--- src/cpuPkg.sv ---
package cpuPkg;

	// --------------------------------------------------
	// widths
	// --------------------------------------------------

	// one word size for registers, instructions and memory
	localparam int dataWidth = 16;
	// eight registers, R0 to R7
	localparam int regNumWidth = 3;
	localparam int imm8Width = 8;
	localparam int imm5Width = 5;

	// --------------------------------------------------
	// instruction fields
	// --------------------------------------------------

	// opcode[15:13] op[12:11] Rn[10:8] Rd[7:5] shift[4:3] Rm[2:0]
	localparam int opcodeLsb = 13;
	localparam int opLsb = 11;
	localparam int rnLsb = 8;
	localparam int rdLsb = 5;
	localparam int shiftLsb = 3;
	localparam int rmLsb = 0;

	// --------------------------------------------------
	// encodings
	// --------------------------------------------------

	// controller states, fetch first and then execute
	typedef enum logic [3:0] {
		initiatePc = 4'b0000,
		idle       = 4'b0001,
		loadPc     = 4'b0010,
		loadRam    = 4'b0011,
		loadIr     = 4'b0100,
		instrFirst = 4'b0101,
		putInB     = 4'b0110,
		readRn     = 4'b0111,
		putInA     = 4'b1000,
		aluOpToC   = 4'b1001,
		readRd     = 4'b1010,
		instrLast  = 4'b1011,
		halt       = 4'b1100
	} ctrlState;

	typedef enum logic [2:0] {
		MOV  = 3'b110,
		ALU  = 3'b101,
		STR  = 3'b100,
		LDR  = 3'b011,
		HALT = 3'b111
	} opcodeT;

	// with MOV, ADD is the register form and AND the immediate form
	typedef enum logic [1:0] {
		ADD = 2'b00,
		CMP = 2'b01,
		AND = 2'b10,
		MVN = 2'b11
	} aluOpT;

	// instruction field that names the register
	typedef enum logic [1:0] {
		RN = 2'b00,
		RD = 2'b01,
		RM = 2'b10
	} regSelT;

	// register file writeback source
	typedef enum logic [1:0] {
		MDATA  = 2'b00,
		SXIMM8 = 2'b01,
		PCVAL  = 2'b10,
		CVAL   = 2'b11
	} writeSelT;

	typedef enum logic [1:0] {
		shNone       = 2'b00,
		shLeft       = 2'b01,
		shRightLogic = 2'b10,
		shRightArith = 2'b11
	} shiftT;

endpackage
--- src/datapathCtrlIf.sv ---
interface datapathCtrlIf;

	// register select and writeback select
	cpuPkg::regSelT nsel;
	cpuPkg::writeSelT vsel;

	// load strobes and operand selects
	logic loadA;
	logic loadB;
	logic write;
	logic aSel;
	logic bSel;
	logic loadC;
	logic loadS;

	// the controller owns every strobe
	modport controller (
		output nsel, vsel, loadA, loadB, write, aSel, bSel, loadC, loadS
	);

	modport datapath (
		input vsel, loadA, loadB, write, aSel, bSel, loadC, loadS
	);

	// decoder only needs to know which field names the register
	modport decoder (
		input nsel
	);

endinterface

--- src/controller.sv ---
module controller (
	input  logic clk,
	input  logic reset,
	input  logic run,
	input  cpuPkg::opcodeT opcode,
	input  cpuPkg::aluOpT op,
	datapathCtrlIf.controller ctrl,
	output logic loadPc,
	output logic loadIr,
	output logic mSel,
	output logic mWrite,
	output logic halted
);

	// command word, registered together with the state
	// each field holds its value until a later state changes it
	typedef struct packed {
		cpuPkg::regSelT nsel;
		cpuPkg::writeSelT vsel;
		logic loadA;
		logic loadB;
		logic write;
		logic aSel;
		logic bSel;
		logic loadC;
		logic loadS;
		logic loadPc;
		logic mSel;
		logic mWrite;
		logic loadIr;
		logic halted;
	} cmdT;

	cpuPkg::ctrlState state;
	cpuPkg::ctrlState stateNext;
	cmdT cmd;
	cmdT cmdNext;

	always_ff @(posedge clk) begin
		if (reset) begin
			state <= cpuPkg::initiatePc;
			cmd <= '0;
		end else begin
			state <= stateNext;
			cmd <= cmdNext;
		end
	end

	// --------------------------------------------------
	// next state and strobes of the next state
	// --------------------------------------------------

	always_comb begin
		stateNext = state;
		cmdNext = cmd;
		case (state)
			cpuPkg::initiatePc: begin
				stateNext = cpuPkg::idle;
				cmdNext = '0;
			end
			// hold here until the host lets the program run
			cpuPkg::idle: begin
				if (run) begin
					stateNext = cpuPkg::loadPc;
					cmdNext.loadPc = 1'b1;
				end
			end
			cpuPkg::loadPc: begin
				stateNext = cpuPkg::loadRam;
				cmdNext.loadPc = 1'b0;
			end
			// ram word at pc is on mData during loadIr
			cpuPkg::loadRam: begin
				stateNext = cpuPkg::loadIr;
				cmdNext.loadIr = 1'b1;
			end
			// ir is valid from instrFirst on, so that state only decodes
			cpuPkg::loadIr: begin
				stateNext = cpuPkg::instrFirst;
				cmdNext.loadIr = 1'b0;
			end
			cpuPkg::instrFirst: begin
				case (opcode)
					cpuPkg::MOV: begin
						if (op == cpuPkg::AND) begin
							// immediate move, written straight into Rn
							stateNext = cpuPkg::instrLast;
							cmdNext.nsel = cpuPkg::RN;
							cmdNext.vsel = cpuPkg::SXIMM8;
							cmdNext.write = 1'b1;
						end else begin
							stateNext = cpuPkg::putInB;
							cmdNext.nsel = cpuPkg::RM;
							cmdNext.loadB = 1'b1;
						end
					end
					cpuPkg::ALU: begin
						stateNext = cpuPkg::putInB;
						cmdNext.nsel = cpuPkg::RM;
						cmdNext.loadB = 1'b1;
					end
					cpuPkg::LDR, cpuPkg::STR: begin
						stateNext = cpuPkg::putInA;
						cmdNext.nsel = cpuPkg::RN;
						cmdNext.loadA = 1'b1;
					end
					// HALT, and any opcode not defined, stops the machine
					default: begin
						stateNext = cpuPkg::halt;
						cmdNext.halted = 1'b1;
					end
				endcase
			end
			cpuPkg::putInB: begin
				cmdNext.loadB = 1'b0;
				if (opcode == cpuPkg::STR) begin
					// address in C, Rd in B
					stateNext = cpuPkg::instrLast;
					cmdNext.mSel = 1'b1;
					cmdNext.mWrite = 1'b1;
				end else if (opcode == cpuPkg::MOV || op == cpuPkg::MVN) begin
					// single operand, A forced to zero
					stateNext = cpuPkg::aluOpToC;
					cmdNext.aSel = 1'b1;
					cmdNext.bSel = 1'b0;
					cmdNext.loadC = 1'b1;
				end else begin
					stateNext = cpuPkg::readRn;
					cmdNext.nsel = cpuPkg::RN;
				end
			end
			cpuPkg::readRn: begin
				stateNext = cpuPkg::putInA;
				cmdNext.loadA = 1'b1;
			end
			cpuPkg::putInA: begin
				cmdNext.loadA = 1'b0;
				cmdNext.aSel = 1'b0;
				if (opcode == cpuPkg::ALU && op == cpuPkg::CMP) begin
					// compare only updates status
					stateNext = cpuPkg::instrLast;
					cmdNext.bSel = 1'b0;
					cmdNext.loadS = 1'b1;
				end else begin
					stateNext = cpuPkg::aluOpToC;
					// memory ops add sximm5 to Rn for the address
					cmdNext.bSel = (opcode == cpuPkg::LDR || opcode == cpuPkg::STR);
					cmdNext.loadC = 1'b1;
				end
			end
			cpuPkg::aluOpToC: begin
				cmdNext.loadC = 1'b0;
				cmdNext.nsel = cpuPkg::RD;
				if (opcode == cpuPkg::LDR || opcode == cpuPkg::STR) begin
					stateNext = cpuPkg::readRd;
					// LDR puts C on the ram address here
					cmdNext.mSel = (opcode == cpuPkg::LDR);
				end else begin
					stateNext = cpuPkg::instrLast;
					cmdNext.vsel = cpuPkg::CVAL;
					cmdNext.write = 1'b1;
				end
			end
			cpuPkg::readRd: begin
				if (opcode == cpuPkg::LDR) begin
					// loaded word arrives on mData in instrLast
					stateNext = cpuPkg::instrLast;
					cmdNext.vsel = cpuPkg::MDATA;
					cmdNext.write = 1'b1;
				end else begin
					stateNext = cpuPkg::putInB;
					cmdNext.loadB = 1'b1;
				end
			end
			// clear everything and fetch the next instruction
			cpuPkg::instrLast: begin
				stateNext = cpuPkg::loadPc;
				cmdNext = '0;
				cmdNext.loadPc = 1'b1;
			end
			// stays halted until reset
			cpuPkg::halt: begin
				stateNext = cpuPkg::halt;
			end
			default: begin
				stateNext = cpuPkg::initiatePc;
				cmdNext = '0;
			end
		endcase
	end

	// --------------------------------------------------
	// outputs straight from the command word
	// --------------------------------------------------

	assign ctrl.nsel = cmd.nsel;
	assign ctrl.vsel = cmd.vsel;
	assign ctrl.loadA = cmd.loadA;
	assign ctrl.loadB = cmd.loadB;
	assign ctrl.write = cmd.write;
	assign ctrl.aSel = cmd.aSel;
	assign ctrl.bSel = cmd.bSel;
	assign ctrl.loadC = cmd.loadC;
	assign ctrl.loadS = cmd.loadS;
	assign loadPc = cmd.loadPc;
	assign loadIr = cmd.loadIr;
	assign mSel = cmd.mSel;
	assign mWrite = cmd.mWrite;
	assign halted = cmd.halted;

endmodule

--- src/flat_wrapper.sv ---
// flat-port wrapper written by rule: the top's interface ports become plain ports
module controller_flat 
  (clk, reset, run, opcode, op, loadPc, loadIr, mSel, mWrite, halted, ctrl_nsel, ctrl_vsel, ctrl_loadA, ctrl_loadB, ctrl_write, ctrl_aSel, ctrl_bSel, ctrl_loadC, ctrl_loadS);
  datapathCtrlIf ctrl_i ();
  input  logic clk;
  input  logic reset;
  input  logic run;
  input  cpuPkg::opcodeT opcode;
  input  cpuPkg::aluOpT op;
  output logic loadPc;
  output logic loadIr;
  output logic mSel;
  output logic mWrite;
  output logic halted;
  output wire logic [$bits(ctrl_i.nsel)-1:0] ctrl_nsel;
  output wire logic [$bits(ctrl_i.vsel)-1:0] ctrl_vsel;
  output wire logic [$bits(ctrl_i.loadA)-1:0] ctrl_loadA;
  output wire logic [$bits(ctrl_i.loadB)-1:0] ctrl_loadB;
  output wire logic [$bits(ctrl_i.write)-1:0] ctrl_write;
  output wire logic [$bits(ctrl_i.aSel)-1:0] ctrl_aSel;
  output wire logic [$bits(ctrl_i.bSel)-1:0] ctrl_bSel;
  output wire logic [$bits(ctrl_i.loadC)-1:0] ctrl_loadC;
  output wire logic [$bits(ctrl_i.loadS)-1:0] ctrl_loadS;
  assign ctrl_nsel = ctrl_i.nsel;
  assign ctrl_vsel = ctrl_i.vsel;
  assign ctrl_loadA = ctrl_i.loadA;
  assign ctrl_loadB = ctrl_i.loadB;
  assign ctrl_write = ctrl_i.write;
  assign ctrl_aSel = ctrl_i.aSel;
  assign ctrl_bSel = ctrl_i.bSel;
  assign ctrl_loadC = ctrl_i.loadC;
  assign ctrl_loadS = ctrl_i.loadS;
  controller u_core (.clk(clk), .reset(reset), .run(run), .opcode(opcode), .op(op), .ctrl(ctrl_i), .loadPc(loadPc), .loadIr(loadIr), .mSel(mSel), .mWrite(mWrite), .halted(halted));
endmodule
--- config.mk ---
export PLATFORM = sky130hd
export DESIGN_NAME = controller_flat
export DESIGN_NICKNAME = d
export VERILOG_FILES = /design/src/cpuPkg.sv /design/src/datapathCtrlIf.sv /design/src/controller.sv /design/src/flat_wrapper.sv
export SDC_FILE = /design/constraint.sdc
export NUM_CORES = 1
export LEC_CHECK = 0
export CAP_MARGIN = 30
export CORE_UTILIZATION = 45
export DETAILED_ROUTE_END_ITERATION = 12
export DONT_BUFFER_PORTS = 1
export HOLD_SLACK_MARGIN = 0.06
export SETUP_SLACK_MARGIN = 0.4
export SYNTH_ARGS = -nofsm -noshare
export SYNTH_HDL_FRONTEND = slang
export SYNTH_SLANG_ARGS = --single-unit
--- constraint.sdc ---
create_clock -name clk -period 1.6 [get_ports clk]
set_clock_uncertainty 0.1 [all_clocks]
set_input_delay 0.16 -clock clk [delete_from_list [all_inputs] [get_ports clk]]
set_output_delay 0.16 -clock clk [all_outputs]
set_load 0.02 [all_outputs]
==> metrics.txt, run 1 <==
first-pass GRT wire length 7220 um; R2R Path Start u_core.state[1]$_SDFFE_PP0P_; HP Class in2reg; sequential fraction of the synthesis area 0.282; slack of the worst reg-to-reg path -0.14 ns; design area 2130 um2; Die Wd 58.2 um; Placed Area 1720 um2; most frequent cell after synthesis dfxtp_1; number of routed nets with antenna violations 0; Mapped Nets 192; most frequent cells after synthesis dfxtp_1, a21oi_1, nor2_1; max reg flops 4; CP Capture Type flop; vias in the first global route 1458; fillcell total 240; clock root buffer clkbuf_4; status finished, violations left; Lkg Pwr 0.826 nW; GR Util met3 0.0469; Syn Inst Count 184; final WL 4640 um; Inserted Clock Buffers 3; Via density 6.01; HP Start opcode[2]; diodes inserted 0; Initial Utilization 0.469; ys async rst share 0; Final setup viols 12; Sink Count 20; Core Region 3030 um2; cell taking the most area after synthesis dfxtp_1; port buffer count 0; Total GRT Usage 0.283; crit path max fanout 5; failing checks setup timing; GRT met2 Usage 0.435; unrepaired setup endpoints after global routing true; share of layout cells above drive strength 1 0.427; largest reg by FF count u_core.state; CTS tree done; part of the cycle the worst path needs 1.09; drt initial violations 138; Pwr Total 2.11 mW; final slew viol count 0; busiest grt layer met2; # rows 20; Worst R2R Path Depth 5; Internal 1.29 mW; Critical Path, Cell by Cell nor4_4 > a221oi_2 > a221o_2 > buf_4 > a31o_1; Post-DP HPWL 3230 um; Area Growth Syn to Fin 50.1%; First-pass DRT Iterations 4; power share of the combinational group 0.534; yosys warns 0; worst path arrival time 1.87 ns; Clk pwr share 0.146; Hold Violations, Final 0; final core occ 0.703; Mapped Avg Cell Area 7.71 um2; antenna violations before repair 0; Yosys top cell area share 0.282; clock latency on the worst-skew pair 0.31 ns; Max-slew headroom 0.546; beginning of the critical path u_core.state[1]$_SDFFE_PP0P_; maxcap violations 0; Clock transition at path regs 0.12 ns; Final Worst Setup Slack -0.144 ns; Max stage delay on crit path 0.47 ns; # IOs 24; Most used DFF post-synth dfxtp_1; Worst VDD drop 0.646 mV; WS Path Type reg2reg; die height 58.2 um; final hold slack 0.0624 ns; Synth cell types 55; clock period minus worst slack 1.74 ns; Sequential Power Share 0.320; H-tree depth 1; switch share 0.390; total grt overflow 0; Crit Reg-Reg Endpoint u_core.ctrl.vsel[0]$_SDFFE_PP0P_; post-synthesis cell area 1420 um2; Power Density 992 nW/um2; # DRC 0; synthesis-stage register bit count 20; Post-synth EDFFs 0; GR met1 Demand/Resource 0.398; nets@finish 234; Worst Max-Slew Pin Slew 0.679 ns; drt wl/cell 17.3 um; full die area 3380 um2; Startpoint Class flop; total number of vias 1616; WHS Path Cells 3; Peak Freq 0.573 GHz; synth top area cells dfxtp_1, a21oi_1, nor2_1, nand2b_1, nor3_1; switching pwr 0.825 mW; CP required 1.72 ns; GP Congestion 0.885; setup_tns -1.03 ns; largest net degree at the start of global routing 16; Hold Crit Endpoint u_core.ctrl.nsel[1]$_SDFFE_PP0P_; slowest CP cell a221o_2; Longest Clk Path Bufs 2
## per-layer routing
metal | vias up | wire length, um
li1 | 765 | -
met3 | 22 | 255
met1 | 760 | 2050
met2 | 69 | 2160
met4 | 0 | 184
met5 | - | 0
## logic make-up after synthesis
family,count (synthesis),share of synthesized area
AND/OR/NAND/NOR,71,0.280
AO/OA/AOI/OAI,65,0.318
buffers and inverters,22,0.0785
flip-flops,20,0.282
XOR/XNOR,3,0.0185
multiplexers,3,0.0220
## layout make-up
type                       instances  area (um2)  share of cell area
clock buffer                       4        36.3              0.0170
inverter                           7        31.3              0.0147
multi-input combinational        142        1100               0.516
sequential                        20         413               0.194
tap                               44        55.1              0.0259
timing repair buffer              52         495               0.233
## cells in the final DEF, fill, tap and decap left out, types with 5 or more instances in the layout
master	count
buf_4	37
inv_1	6
nand2b_1	6
nor2_1	16
dfxtp_1	16
a21oi_1	15
nand2b_4	5
o21ai_0	6
nor3_1	5
a211oi_2	5
buf_6	8
nand2_1	11
## worst max-delay path, delay by kind of cell (launching register included)
| kind | cells | cell delay, ns |
|---|---|---|
| AOI/OAI and AO/OA | 3 | 0.73 |
| DFF | 1 | 0.39 |
| buffers and inverters | 1 | 0.16 |
| and+or+nand+nor | 1 | 0.29 |
## worst max path at each step
stage	cells past startpoint	slack [ns]	to
floorplan	6	-0.008	u_core.ctrl.loadS$_SDFFE_PP0P_
global placement	5	-0.08	u_core.ctrl.loadS$_SDFFE_PP0P_
detailed placement	5	-0.13	u_core.ctrl.write$_SDFFE_PP0P_
CTS	5	-0.14	u_core.mWrite$_SDFFE_PP0P_
global route	5	-0.25	u_core.mWrite$_SDFFE_PP0P_
finish	5	-0.14	u_core.ctrl.vsel[0]$_SDFFE_PP0P_
## power groups by stage
stage | registers, mW | clock network, mW | logic (mW)
after floorplan | 0.666 | 0 | 0.572
after global placement | 0.677 | 0 | 0.806
after detailed placement | 0.679 | 0 | 0.808
after CTS | 0.676 | 0.309 | 0.978
after global routing | 0.686 | 0.332 | 1.20
final | 0.676 | 0.309 | 1.13
## metrics by stage
| step | setup slack [ns] | std cells |
|---|---|---|
| finish | -0.144 | 269 |
| global route | -0.249 | 269 |
| CTS | -0.140 | 264 |
| detailed placement | -0.130 | 253 |
| global placement | -0.0841 | 253 |
| floorplan | -0.00788 | 184 |
## timing repair
action	4_1_cts	5_1_grt
setup buffers	4	4
gates cloned	1	1
endpoints found under the setup margin	20	20
endpoints found under the hold margin	19	0
pin swaps	11	10
gates resized for setup	37	16
hold buffers	2	0
No activity file was read; power rests on OpenSTA's default activity.
==> run 2, diff against run 1 <==
Settings changed: CELL_PAD_IN_SITES_DETAIL_PLACEMENT set to 0, CELL_PAD_IN_SITES_GLOBAL_PLACEMENT set to 1, PLACE_DENSITY_LB_ADDON set to 0.1.
Clock period 1.6 ns to 1.8 ns, I/O delays scaled along.
==> run 2 against run 1 <==
Compared with the run above:
- the run now ends clean
- register-to-register slack better by 0.19 ns
- clock power up 22%
- utilization down 5.8 points
- combinational power down 20%
- sequential power down 9.3%
- worst hold slack worse by 0.031 ns
- cell count down 6.3%
- largest power group unchanged
- count of clock-buffer cells in the layout down 1
- non-clock buffer count down 17
- first-iteration DRC count down 48%
- wire length up 1.8%
- critical path type unchanged
==> metrics.txt, run 2 (synthesis results as in run 1) <==
total number of vias 1578; Die Wd 58.2 um; Placed Area 1530 um2; # DRC 0; Area Growth Syn to Fin 37.7%; antenna violations before repair 0; HP Start opcode[1]; Final setup viols 0; nets@finish 217; vias in the first global route 1399; drt wl/cell 18.8 um; Pwr Total 1.89 mW; Max stage delay on crit path 0.44 ns; Startpoint Class flop; CP Capture Type flop; total grt overflow 0; max reg flops 4; design area 1950 um2; switching pwr 0.728 mW; Post-DP HPWL 2930 um; unrepaired setup endpoints after global routing true; port buffer count 0; number of routed nets with antenna violations 0; beginning of the critical path u_core.state[1]$_SDFFE_PP0P_; largest net degree at the start of global routing 18; clock root buffer clkbuf_4; most frequent cells in the layout buf_4, nor2_1, dfxtp_1, a21oi_1, nand2_1; CTS tree done; Largest delay share family, worst path compound AO/OA/AOI/OAI gates; switch share 0.384; most common cell after layout, fill and taps aside buf_4; Worst Max-Slew Pin Slew 0.735 ns; die height 58.2 um; R2R Path Start u_core.state[1]$_SDFFE_PP0P_; Max-slew headroom 0.510; Sequential Power Share 0.323; diodes inserted 0; crit path max fanout 6; maxcap violations 0; Inserted Clock Buffers 3; fillcell total 254; full die area 3380 um2; clock period minus worst slack 1.75 ns; Buf/Inv on CP 0; status completed; Hold Violations, Final 0; Worst VDD drop 0.602 mV; Clk pwr share 0.199; power share of the combinational group 0.477; Total GRT Usage 0.259; drt initial violations 72; clock latency on the worst-skew pair 0.31 ns; slowest CP cell a221o_2; final slew viol count 0; part of the cycle the worst path needs 0.972; Clock transition at path regs 0.13 ns; Reg area 413 um2; Longest Clk Path Bufs 2; H-tree depth 1; WS Path Type reg2reg; Peak Freq 0.572 GHz; Sink Count 20; largest reg by FF count u_core.state; Critical Path, Cell by Cell and2b_1 > a221oi_2 > a221o_2 > o31ai_4 > a21oi_1; First-pass DRT Iterations 4; Core Region 3030 um2; Power Density 970 nW/um2; Via density 6.26; CTS Hold Buffers Added 2; final WL 4730 um; final hold slack 0.0310 ns; # IOs 24; # rows 20; share of layout cells above drive strength 1 0.365; Internal 1.17 mW; Initial Utilization 0.469; CP required 1.89 ns; Lkg Pwr 0.727 nW; HP Class in2reg; multi-input gate area in the final layout 1090 um2; first-pass GRT wire length 6620 um; GP Congestion 0.926; worst path arrival time 1.84 ns
[run 2: power groups by stage]
stage	logic [mW]	clock network (mW)	registers (mW)
after detailed placement	0.595	0	0.614
after global placement	0.593	0	0.614
after CTS	0.669	0.379	0.607
final	0.905	0.378	0.613
after floorplan	0.490	0	0.591
after global routing	0.964	0.398	0.619
[run 2: repair_timing]
action	4_1_cts	5_1_grt
endpoints found under the hold margin	19	1
gates resized for setup	12	41
endpoints found under the setup margin	20	20
pin swaps	3	12
buffers inserted	4	14
[run 2: per-layer routing]
| metal | GRT usage | wire length (um) |
|---|---|---|
| met1 | 0.328 | 1930 |
| met2 | 0.412 | 2320 |
| met3 | 0.0424 | 274 |
| met4 | 0.156 | 205 |
| met5 | 0 | 0 |
[run 2: worst register-to-register path: stages, from the launching register on]
cell and delay, ns:
dfxtp_4 0.40, and2b_1 0.27, a221oi_2 0.08, a221o_2 0.45, o31ai_4 0.27, a21oi_1 0.07
[run 2: path summary, 6_finish.rpt]
kind / end / slack (ns) / cells after the start
min: u_core.ctrl.loadS$_SDFFE_PP0P_ / 0.03 / 3
max reg2reg: u_core.ctrl.write$_SDFFE_PP0P_ / 0.05 / 5
max: u_core.ctrl.write$_SDFFE_PP0P_ / 0.05 / 5
min reg2reg: u_core.ctrl.loadS$_SDFFE_PP0P_ / 0.45 / 2
[run 2: cell type report]
class                      count  area share
clock inverter                 1      0.0154
tap                           44      0.0282
timing repair buffer          35       0.163
clock buffer                   3      0.0115
inverter                       7      0.0147
sequential                    20       0.211
multi-input combinational    142       0.556
[run 2: through the flow]
step | util | instances | setup slack, ns | setup TNS (ns)
2_1_floorplan | - | 184 | 0.192 | 0
3_3_place_gp | 0.506 | 228 | 0.0768 | 0
3_5_place_dp | 0.506 | 228 | 0.0355 | 0
4_1_cts | 0.557 | 238 | 0.0801 | 0
5_1_grt | 0.645 | 252 | -0.0179 | -0.0291
6_report | 0.645 | 252 | 0.0506 | 0
==> run 3, diff against run 2 <==
Settings changed: CORE_ASPECT_RATIO set to 1.2.
==> run 3 against run 2 <==
Compared with the run above:
- worst hold slack better by 0.018 ns
- die area is essentially flat
- register-to-register slack about the same
- utilization up 6.2 points
- cell count down 3.6%
- largest power group unchanged
- highest routed layer unchanged
- setup slack got worse by 0.0086 ns
- via count is 1.9% higher
- critical path depth stayed put
- sequential share of layout area fell by 0.81 points
- non-clock buffer count is 1 higher
==> metrics.txt, run 3 (synthesis results as in run 1) <==
most common cell after layout, fill and taps aside buf_4; largest reg by FF count u_core.state; # rows 21; Startpoint Class flop; max reg flops 4; clock period minus worst slack 1.76 ns; Critical Path, Cell by Cell nor4_4 > a221oi_2 > a221o_2 > o31ai_4 > a21oi_1; final hold slack 0.0487 ns; Inserted Clock Buffers 3; first-pass GRT wire length 7530 um; final slew viol count 0; worst path arrival time 1.87 ns; unrepaired setup endpoints after global routing true; clock root buffer clkbuf_4; status completed; drt initial violations 66; pre-CTS WS 0.0372 ns; # DRC 0; Power Density 959 nW/um2; total number of vias 1608; drt wl/cell 20.1 um; Largest delay share family, worst path compound AO/OA/AOI/OAI gates; CP Capture Type flop; final WL 4880 um; Lkg Pwr 0.748 nW; First-pass DRT Iterations 6; WS Path Type reg2reg; HP Class in2reg; Post-DP HPWL 2990 um; slowest CP cell a221o_2; full die area 3380 um2; Final setup viols 0; Worst Max-Slew Pin Slew 0.717 ns; number of routed nets with antenna violations 0; Sink Count 20; Die Wd 53.3 um; largest net degree at the start of global routing 16; CP required 1.92 ns; Pwr Total 1.96 mW; vias in the first global route 1576; maxcap violations 0; design area 2040 um2; total grt overflow 0; CTS tree done; part of the cycle the worst path needs 0.977; crit path max fanout 6; Max-slew headroom 0.521; Placed Area 1530 um2; Buf/Inv on CP 0; Area Growth Syn to Fin 44.1%; # IOs 24; GP Congestion 0.977; Total GRT Usage 0.302; Clock transition at path regs 0.12 ns; Initial Utilization 0.491; share of layout cells above drive strength 1 0.411; Via density 6.62; Worst VDD drop 0.772 mV; antenna violations before repair 0; Hold Violations, Final 0; Peak Freq 0.569 GHz; Longest Clk Path Bufs 2; die height 63.5 um; Max stage delay on crit path 0.46 ns; clock latency on the worst-skew pair 0.33 ns; Core Region 2890 um2; H-tree depth 1; port buffer count 0; Final Worst Setup Slack 0.0421 ns; most frequent cells in the layout buf_4, dfxtp_1, a21oi_1, nor2_1; diodes inserted 0; nets@finish 218
-- run 3: layer usage --
layer  vias to the layer above  track usage  part of all wire
met3                        29       0.0749             0.082
met5                         -            0                 0
li1                        730            -                 -
met2                       103        0.472              0.49
met1                       746        0.376              0.38
met4                         0        0.141             0.051
-- run 3: metrics by stage --
| stage | TNS [ns] | utilization | cells |
|---|---|---|---|
| 4_1_cts | 0 | 0.626 | 235 |
| 6_report | 0 | 0.707 | 243 |
| 3_3_place_gp | 0 | 0.531 | 220 |
| 5_1_grt | -0.0624 | 0.707 | 243 |
| 3_5_place_dp | 0 | 0.531 | 220 |
| 2_1_floorplan | 0 | - | 184 |
-- run 3: tightest hold or removal path: stages --
cell and delay (ns):
nor4bb_1 0.07, o211ai_1 0.11, a21oi_1 0.07
-- run 3: final timing paths --
check        cells past startpoint                           start                              to  slack (ns)
max                              5    u_core.state[3]$_SDFFE_PP0P_  u_core.ctrl.loadS$_SDFFE_PP0P_        0.04
max reg2reg                      5    u_core.state[3]$_SDFFE_PP0P_  u_core.ctrl.loadS$_SDFFE_PP0P_        0.04
min                              3                       opcode[1]  u_core.ctrl.loadS$_SDFFE_PP0P_        0.05
min reg2reg                      2  u_core.ctrl.loadS$_SDFFE_PP0P_  u_core.ctrl.loadS$_SDFFE_PP0P_        0.46
-- run 3: cell type report --
type,instances,area (um2)
inverters,7,33.8
flip-flops and latches,20,415
multi-input cells,142,1140
repair buffers,36,362
clock buffers,3,22.5
clock inverters,1,30.0
fillers,209,846
well taps,34,42.5
-- run 3: what timing repair did --
item | CTS | global route
hold endpoints to repair | 19 | 0
endpoints found under the setup margin | 20 | 20
gates cloned | 0 | 1
gates resized for setup | 32 | 35
pin swaps | 10 | 18
setup buffers | 9 | 7
hold buffers | 2 | 0
-- run 3: power breakdown --
part           internal (mW)  leakage, nW  total, mW  switching, mW
clock network          0.225       0.0279      0.394          0.168
registers              0.501        0.166      0.610          0.109
logic                  0.473        0.555      0.957          0.485
total                   1.20        0.748       1.96          0.762
